--- src/rtl/fir_settings.svh ---
`ifndef FIR_SETTINGS_SVH
`define FIR_SETTINGS_SVH

// sample and coefficient width, 1s17 outside and 2s16 inside
`define FIR_WIDTH 18

// filter length, must be odd for a single center tap
`define FIR_TAPS 15

// seven symmetric pairs plus the center word
// must be a power of two so the adder tree stays balanced
`define FIR_PAIRS 8

// adder tree depth, log2 of FIR_PAIRS
`define FIR_TREE_LVLS 3

// sys_clk cycles per sample strobe, 2 or more
`define FIR_SAMPLE_DIV 4

// width of the strobe divider counter
`define FIR_DIV_W ($clog2(`FIR_SAMPLE_DIV))

`endif

--- src/rtl/fir_pkg.sv ---
`include "fir_settings.svh"

package fir_pkg;

    // one sample or coefficient
    // 1s17 at the input, 2s16 once captured
    typedef logic signed [`FIR_WIDTH-1:0] sample_t;

    // full precision coefficient times folded sample
    typedef logic signed [2*`FIR_WIDTH-1:0] product_t;

    // folded words for the multipliers
    // element FIR_PAIRS-1 holds the center sample alone
    typedef sample_t [`FIR_PAIRS-1:0] fold_array_t;

endpackage

--- src/rtl/sample_rate_ctl.sv ---
`timescale 1ns/1ps
`include "fir_settings.svh"

module sample_rate_ctl (
    input  logic             sys_clk,
    input  logic             reset,
    input  fir_pkg::sample_t x_in,
    output logic             sam_strobe,
    output fir_pkg::sample_t new_sample
);

    localparam logic [`FIR_DIV_W-1:0] cnt_last = `FIR_DIV_W'(`FIR_SAMPLE_DIV - 1);

    logic [`FIR_DIV_W-1:0] div_cnt;

    // mod FIR_SAMPLE_DIV counter
    always_ff @(posedge sys_clk) begin
        if (reset) begin
            div_cnt <= '0;
        end else if (div_cnt == cnt_last) begin
            div_cnt <= '0;
        end else begin
            div_cnt <= div_cnt + 1'b1;
        end
    end

    // one cycle pulse on the last count
    assign sam_strobe = (div_cnt == cnt_last);

    // halve on capture, 1s17 -> 2s16
    // the extra integer bit keeps the pair sums in range
    always_ff @(posedge sys_clk) begin
        if (reset) begin
            new_sample <= '0;
        end else if (sam_strobe) begin
            new_sample <= x_in >>> 1;
        end
    end

    // every stage downstream relies on a single-cycle enable
    a_strobe_single : assert property (
        @(posedge sys_clk) disable iff (reset)
        sam_strobe |=> !sam_strobe
    );

endmodule

--- src/rtl/fold_delay_line.sv ---
`timescale 1ns/1ps
`include "fir_settings.svh"

module fold_delay_line (
    input  logic                 sys_clk,
    input  logic                 reset,
    input  logic                 sam_strobe,
    input  fir_pkg::sample_t     new_sample,
    output fir_pkg::fold_array_t fold_words
);

    localparam int center = (`FIR_TAPS - 1) / 2;

    // tap 0 is the newest sample
    fir_pkg::sample_t taps [0:`FIR_TAPS-1];

    if ((`FIR_TAPS % 2) != 1 || `FIR_PAIRS != center + 1) begin : g_bad_len
        $error("tap count must be odd and match FIR_PAIRS");
    end

    // shift the whole line once per sample
    always_ff @(posedge sys_clk) begin
        if (reset) begin
            for (int i = 0; i < `FIR_TAPS; i++) begin
                taps[i] <= '0;
            end
        end else if (sam_strobe) begin
            taps[0] <= new_sample;
            for (int i = 1; i < `FIR_TAPS; i++) begin
                taps[i] <= taps[i-1];
            end
        end
    end

    // pre-adder, taps are symmetric around the center
    // so each pair shares one multiplier downstream
    always_ff @(posedge sys_clk) begin
        if (reset) begin
            fold_words <= '0;
        end else if (sam_strobe) begin
            for (int i = 0; i < `FIR_PAIRS - 1; i++) begin
                // no saturation here, overflow wraps
                fold_words[i] <= taps[i] + taps[`FIR_TAPS-1-i];
            end
            fold_words[`FIR_PAIRS-1] <= taps[center];
        end
    end

    // the tree sees zeros right after reset
    a_reset_clears : assert property (
        @(posedge sys_clk)
        reset |=> (fold_words == '0)
    );

endmodule

--- src/rtl/tap_adder_tree.sv ---
`timescale 1ns/1ps
`include "fir_settings.svh"

module tap_adder_tree (
    input  logic                 sys_clk,
    input  logic                 reset,
    input  logic                 sam_strobe,
    input  fir_pkg::fold_array_t fold_words,
    output fir_pkg::sample_t     y
);

    // outer half of a windowed lowpass, center last
    localparam fir_pkg::sample_t coef [0:`FIR_PAIRS-1] = '{
        -81,
        101,
        -156,
        200,
        -247,
        1154,
        -7042,
        40070
    };

    // top product bit is dropped, the rest matches 2s16
    localparam int prod_hi = 2 * `FIR_WIDTH - 2;
    localparam int prod_lo = `FIR_WIDTH - 1;

    fir_pkg::product_t prod  [0:`FIR_PAIRS-1];
    fir_pkg::sample_t  trunc [0:`FIR_PAIRS-1];

    // registered sums, heap order
    // node 1 is the root, node k adds children 2k and 2k+1
    fir_pkg::sample_t  node  [1:`FIR_PAIRS-1];

    if ((1 << `FIR_TREE_LVLS) != `FIR_PAIRS) begin : g_bad_tree
        $error("adder tree needs FIR_PAIRS equal to 2**FIR_TREE_LVLS");
    end

    // one multiplier per folded word
    always_comb begin
        for (int i = 0; i < `FIR_PAIRS; i++) begin
            prod[i]  = coef[i] * $signed(fold_words[i]);
            trunc[i] = prod[i][prod_hi:prod_lo];
        end
    end

    // each level adds one strobe of latency
    // FIR_TREE_LVLS strobes from fold_words to y
    for (genvar k = 1; k < `FIR_PAIRS; k++) begin : g_node
        fir_pkg::sample_t left;
        fir_pkg::sample_t right;

        if (2 * k >= `FIR_PAIRS) begin : g_leaf
            // first level reads the truncated products
            assign left  = trunc[2*k - `FIR_PAIRS];
            assign right = trunc[2*k + 1 - `FIR_PAIRS];
        end else begin : g_inner
            assign left  = node[2*k];
            assign right = node[2*k + 1];
        end

        // sums wrap on overflow
        always_ff @(posedge sys_clk) begin
            if (reset) begin
                node[k] <= '0;
            end else if (sam_strobe) begin
                node[k] <= left + right;
            end
        end
    end

    assign y = node[1];

    // output only moves on a sample edge
    a_y_holds : assert property (
        @(posedge sys_clk) disable iff (reset)
        !sam_strobe |=> $stable(y)
    );

endmodule

--- src/rtl/fir_sym_top.sv ---
`timescale 1ns/1ps

module fir_sym_top (
    input  logic             sys_clk,
    input  logic             reset,
    input  fir_pkg::sample_t x_in,
    output logic             sample_strobe,
    output fir_pkg::sample_t y
);

    logic                 sam_strobe;
    fir_pkg::sample_t     new_sample;
    fir_pkg::fold_array_t fold_words;

    // strobe generation and input capture
    sample_rate_ctl u_sample_rate_ctl (
        .sys_clk    (sys_clk),
        .reset      (reset),
        .x_in       (x_in),
        .sam_strobe (sam_strobe),
        .new_sample (new_sample)
    );

    // delay line and pair folding
    fold_delay_line u_fold_delay_line (
        .sys_clk    (sys_clk),
        .reset      (reset),
        .sam_strobe (sam_strobe),
        .new_sample (new_sample),
        .fold_words (fold_words)
    );

    // multipliers and adder tree
    tap_adder_tree u_tap_adder_tree (
        .sys_clk    (sys_clk),
        .reset      (reset),
        .sam_strobe (sam_strobe),
        .fold_words (fold_words),
        .y          (y)
    );

    // tells the source when x_in is taken
    assign sample_strobe = sam_strobe;

endmodule

--- config.mk ---
export PLATFORM = sky130hd
export DESIGN_NAME = fir_sym_top
export DESIGN_NICKNAME = d
export VERILOG_FILES = /design/src/rtl/fir_pkg.sv /design/src/rtl/sample_rate_ctl.sv /design/src/rtl/fold_delay_line.sv /design/src/rtl/tap_adder_tree.sv /design/src/rtl/fir_sym_top.sv
export VERILOG_INCLUDE_DIRS = /design/src /design/src/rtl
export SDC_FILE = /design/constraint.sdc
export NUM_CORES = 2
export LEC_CHECK = 0
export ABC_CLOCK_PERIOD_IN_PS = 18700
export BUFFER_PORTS_ARGS = -buffer_cell sky130_fd_sc_hd__buf_4
export CORE_ASPECT_RATIO = 0.6
export CORE_MARGIN = 8
export CORE_UTILIZATION = 30
export CTS_CLUSTER_DIAMETER = 30
export DETAILED_ROUTE_END_ITERATION = 6
export HOLD_SLACK_MARGIN = 0.03
export MAX_ROUTING_LAYER = met4
export PLACE_DENSITY = 0.5
export SLEW_MARGIN = 15
export SYNTH_ARGS = -nofsm -noshare
export SYNTH_HDL_FRONTEND = slang
export SYNTH_SLANG_ARGS = --single-unit
--- constraint.sdc ---
create_clock -name sys_clk -period 18.7 [get_ports sys_clk]
set_clock_uncertainty 0.1 [all_clocks]
set_input_delay 0.935 -clock sys_clk [delete_from_list [all_inputs] [get_ports sys_clk]]
set_output_delay 0.935 -clock sys_clk [all_outputs]
set_load 0.02 [all_outputs]
==> run_results.csv <==
group,metric,value,unit
worst_setup_path,timing.rr.end,"u_tap_adder_tree.node[7][17]$_SDFFCE_PN0P_",
placed_design,gp_congestion,0.851,
clock_tree,cts_setup_buffers,0,
grt,grt_usage,13.9,%
drt,routed_wl,122000,um
floorplanning,core-area,0.164,mm^2
power,p_total,5.67,mW
worst_setup_path,r2r_cells,29,
clock_tree,clock_latency,730,ps
synthesis,avgSynthCellArea,10.2,um^2
synthesis,yosysMostFrequentCell,"inv_1",
worst_setup_path,crit_required,19020,ps
finish,finalNetCount,6200,
clock_tree,hold_buffers,0,
synthesis,syn_inst,4874,
grt,overflow,0,
synthesis,ys_ff_latch,543,
grt,grt_first_pass_wirelength,191000,um
grt,grt_antenna_before_repair,3,
floorplanning,fp.dieW,541,um
drt,vias_per_cell,4.60,
clock_tree,cts.path.max_buffers,3,
synthesis,ys_seq_area_share,29.6,%
drt,drtAntennaViolNets,0,
worst_setup_path,crit_type,"flip-flop to flip-flop",
power,power.density,101,mW/mm^2
sta,fmax,0.116,GHz
synthesis,yosysUniqueCellTypes,79,
power,irDropWorstVdd,0.0666,mV
floorplanning,fp-row-count,115,
synthesis,syn_area,0.0496,mm^2
sta,hold_viol_final,0,
sta,finalCritPeriodShare,46.0,%
synthesis,yosysTopAreaCellShare,23.1,%
synthesis,synth_common_cells,"904 x inv_1, 886 x ha_1, 381 x edfxtp_1, 359 x fa_1, 309 x nor2_1",
drt,firstDrtPassIters,7,
clock_tree,numClockSinks,543,
floorplanning,die_h,331,um
worst_hold_path,min_path_type,"input pin to flip-flop",
worst_setup_path,crit_path_top_delay_cell,"dfxtp_1",
grt,grt_pass1_vias,32300,
synthesis,synthFlopType,"edfxtp_1",
power,leakagePower,28.0,nW
floorplanning,dieArea,0.179,mm^2
sta,fin_hold_ws,343,ps
clock_tree,clkTransAtPathRegs,60,ps
grt,grt_max_degree,153,
clock_tree,cts-root-buf,"clkbuf_16",
clock_tree,htreeDepth,3,
drt,drt_iter0_drc,2225,
floorplanning,ioPinCount,39,
floorplanning,initial_utilization,30.2,%
synthesis,synth_top_area_cell,"edfxtp_1",
worst_setup_path,r2r_slack,10110,ps
placed_design,dp_hpwl,94700,um
finish,drive_gt1_share,6.16,%
sta,rsz0062_at_grt,"no",
drt,via_count,33100,
finish,synthToLayoutAreaGrowth,13.6,%
worst_hold_path,min_from,"x_in[3]",
synthesis,synth_enable_flop_cells,381,
synthesis,syn-num-nets,6139,
worst_setup_path,crit_fanout,6,
sta,tns,0,ps
drt,drc,0,
worst_hold_path,min_path_cells,3,
sta,max_slew_margin,24.5,%
drt,wl_per_cell,16.9,um
worst_setup_path,crit_top_cell,"fa_1",
worst_hold_path,min_to,"u_sample_rate_ctl.new_sample[2]$_SDFFE_PP0P_",
sta,setup_viol,0,
worst_setup_path,crit_path_end_kind,"flip-flop",
synthesis,ys.warnings.count,0,
sta,slew_violations,0,
synthesis,synth-async-reset-ratio,0,%
clock_tree,ctsResizeCount,0,
worst_setup_path,worstPathArrival,8910,ps
status,outcome,"finished, final reports clean",
placed_design,io_buffers,37,
worst_setup_path,slowest_delay,590,ps
worst_setup_path,critPathLaunchType,"flip-flop",
sta,fin_crit,8590,ps
clock_tree,cts_tree,"built",
synthesis,synth_area_leaders,"edfxtp_1 23%, ha_1 22%, fa_1 14%",
worst_setup_path,r2r_start,"u_fold_delay_line.fold_words[120]$_SDFFE_PP0P_",
flow_run,cap_violations,0,
clock_tree,cts_buffers,110,
sta,worst_pin_slew,1130,ps
-- registers in the layout, summed over array words and instances (netlist names) --
register,cells
u_tap_adder_tree.node,126
u_fold_delay_line.fold_words,143
u_sample_rate_ctl.div_cnt,2
u_fold_delay_line.taps,255
u_sample_rate_ctl.new_sample,17
-- worst max-delay path: cells and delay by family (launching register included) --
family	cells	cell delay (ps)
buffers and inverters	4	470
AO/OA/AOI/OAI	10	2380
AND/OR/NAND/NOR	4	570
adder cells (fa/ha/maj)	8	3540
XOR/XNOR	3	680
flip-flops	1	590
-- how the worst max path moves through the flow --
stage                                                         startpoint  cells past startpoint                                       endpoint  slack (ps)
after floorplan                                                    reset                      4  u_fold_delay_line.fold_words[81]$_SDFFE_PP0P_        5610
after global placement    u_fold_delay_line.fold_words[120]$_SDFFE_PP0P_                     30     u_tap_adder_tree.node[7][17]$_SDFFCE_PN0P_       10220
after detailed placement  u_fold_delay_line.fold_words[120]$_SDFFE_PP0P_                     30     u_tap_adder_tree.node[7][17]$_SDFFCE_PN0P_       10190
after CTS                 u_fold_delay_line.fold_words[120]$_SDFFE_PP0P_                     30     u_tap_adder_tree.node[7][17]$_SDFFCE_PN0P_       10130
after global routing      u_fold_delay_line.fold_words[120]$_SDFFE_PP0P_                     30     u_tap_adder_tree.node[7][17]$_SDFFCE_PN0P_        9500
final                     u_fold_delay_line.fold_words[120]$_SDFFE_PP0P_                     29     u_tap_adder_tree.node[7][17]$_SDFFCE_PN0P_       10110
-- cells in the final DEF (no fill, tap or decap), types with 135 or more instances in the layout --
master,n
a21oi_1,214
and3_1,198
dfxtp_1,162
edfxtp_1,381
fa_1,359
ha_1,885
inv_1,902
nor2_1,307
nor2b_1,135
xnor2_1,160
-- power by group --
group	switching [mW]	internal, mW
Combinational	1.26	0.872
Sequential	0.0699	1.38
Clock	0.725	1.36
-- per-stage QoR --
stage | util [%] | cell area [um^2] | std cells | setup slack, ps
detailed placement | 31.9 | 52400 | 6987 | 10190
finish | 34.3 | 56300 | 7197 | 10110
CTS | 34.3 | 56300 | 7196 | 10130
floorplan | - | 49600 | 4874 | 5610
global route | 34.3 | 56300 | 7196 | 9500
global placement | 31.9 | 52400 | 6987 | 10220
-- cell type report --
| cell class | count | area [um^2] |
|---|---|---|
| Antenna cell | 1 | 2.50 |
| Clock buffer | 126 | 2870 |
| Clock inverter | 83 | 1090 |
| Fill cell | 16500 | 108000 |
| Inverter | 905 | 3410 |
| Multi-Input combinational cell | 3319 | 31100 |
| Sequential cell | 543 | 14700 |
| Tap cell | 2164 | 2710 |
| Timing Repair Buffer | 56 | 437 |
-- kinds of logic after synthesis --
group | synth area share (%)
muxes | 1.29
adders and majority gates | 36.9
AOI/OAI and AO/OA | 9.34
and+or+nand+nor | 10.7
DFF | 29.6
xor gates and xnor gates | 4.52
buffers and inverters | 7.66
-- metal layers --
| metal | track usage, % | part of all wire (%) | up-vias |
|---|---|---|---|
| met2 | 15.8 | 33 | 640 |
| li1 | - | - | 16700 |
| met1 | 23.6 | 60 | 15600 |
| met4 | 2.37 | 1.3 | 0 |
| met3 | 2.71 | 5.9 | 120 |
| met5 | - | 0 | - |
No activity file was read; power rests on OpenSTA's default activity.
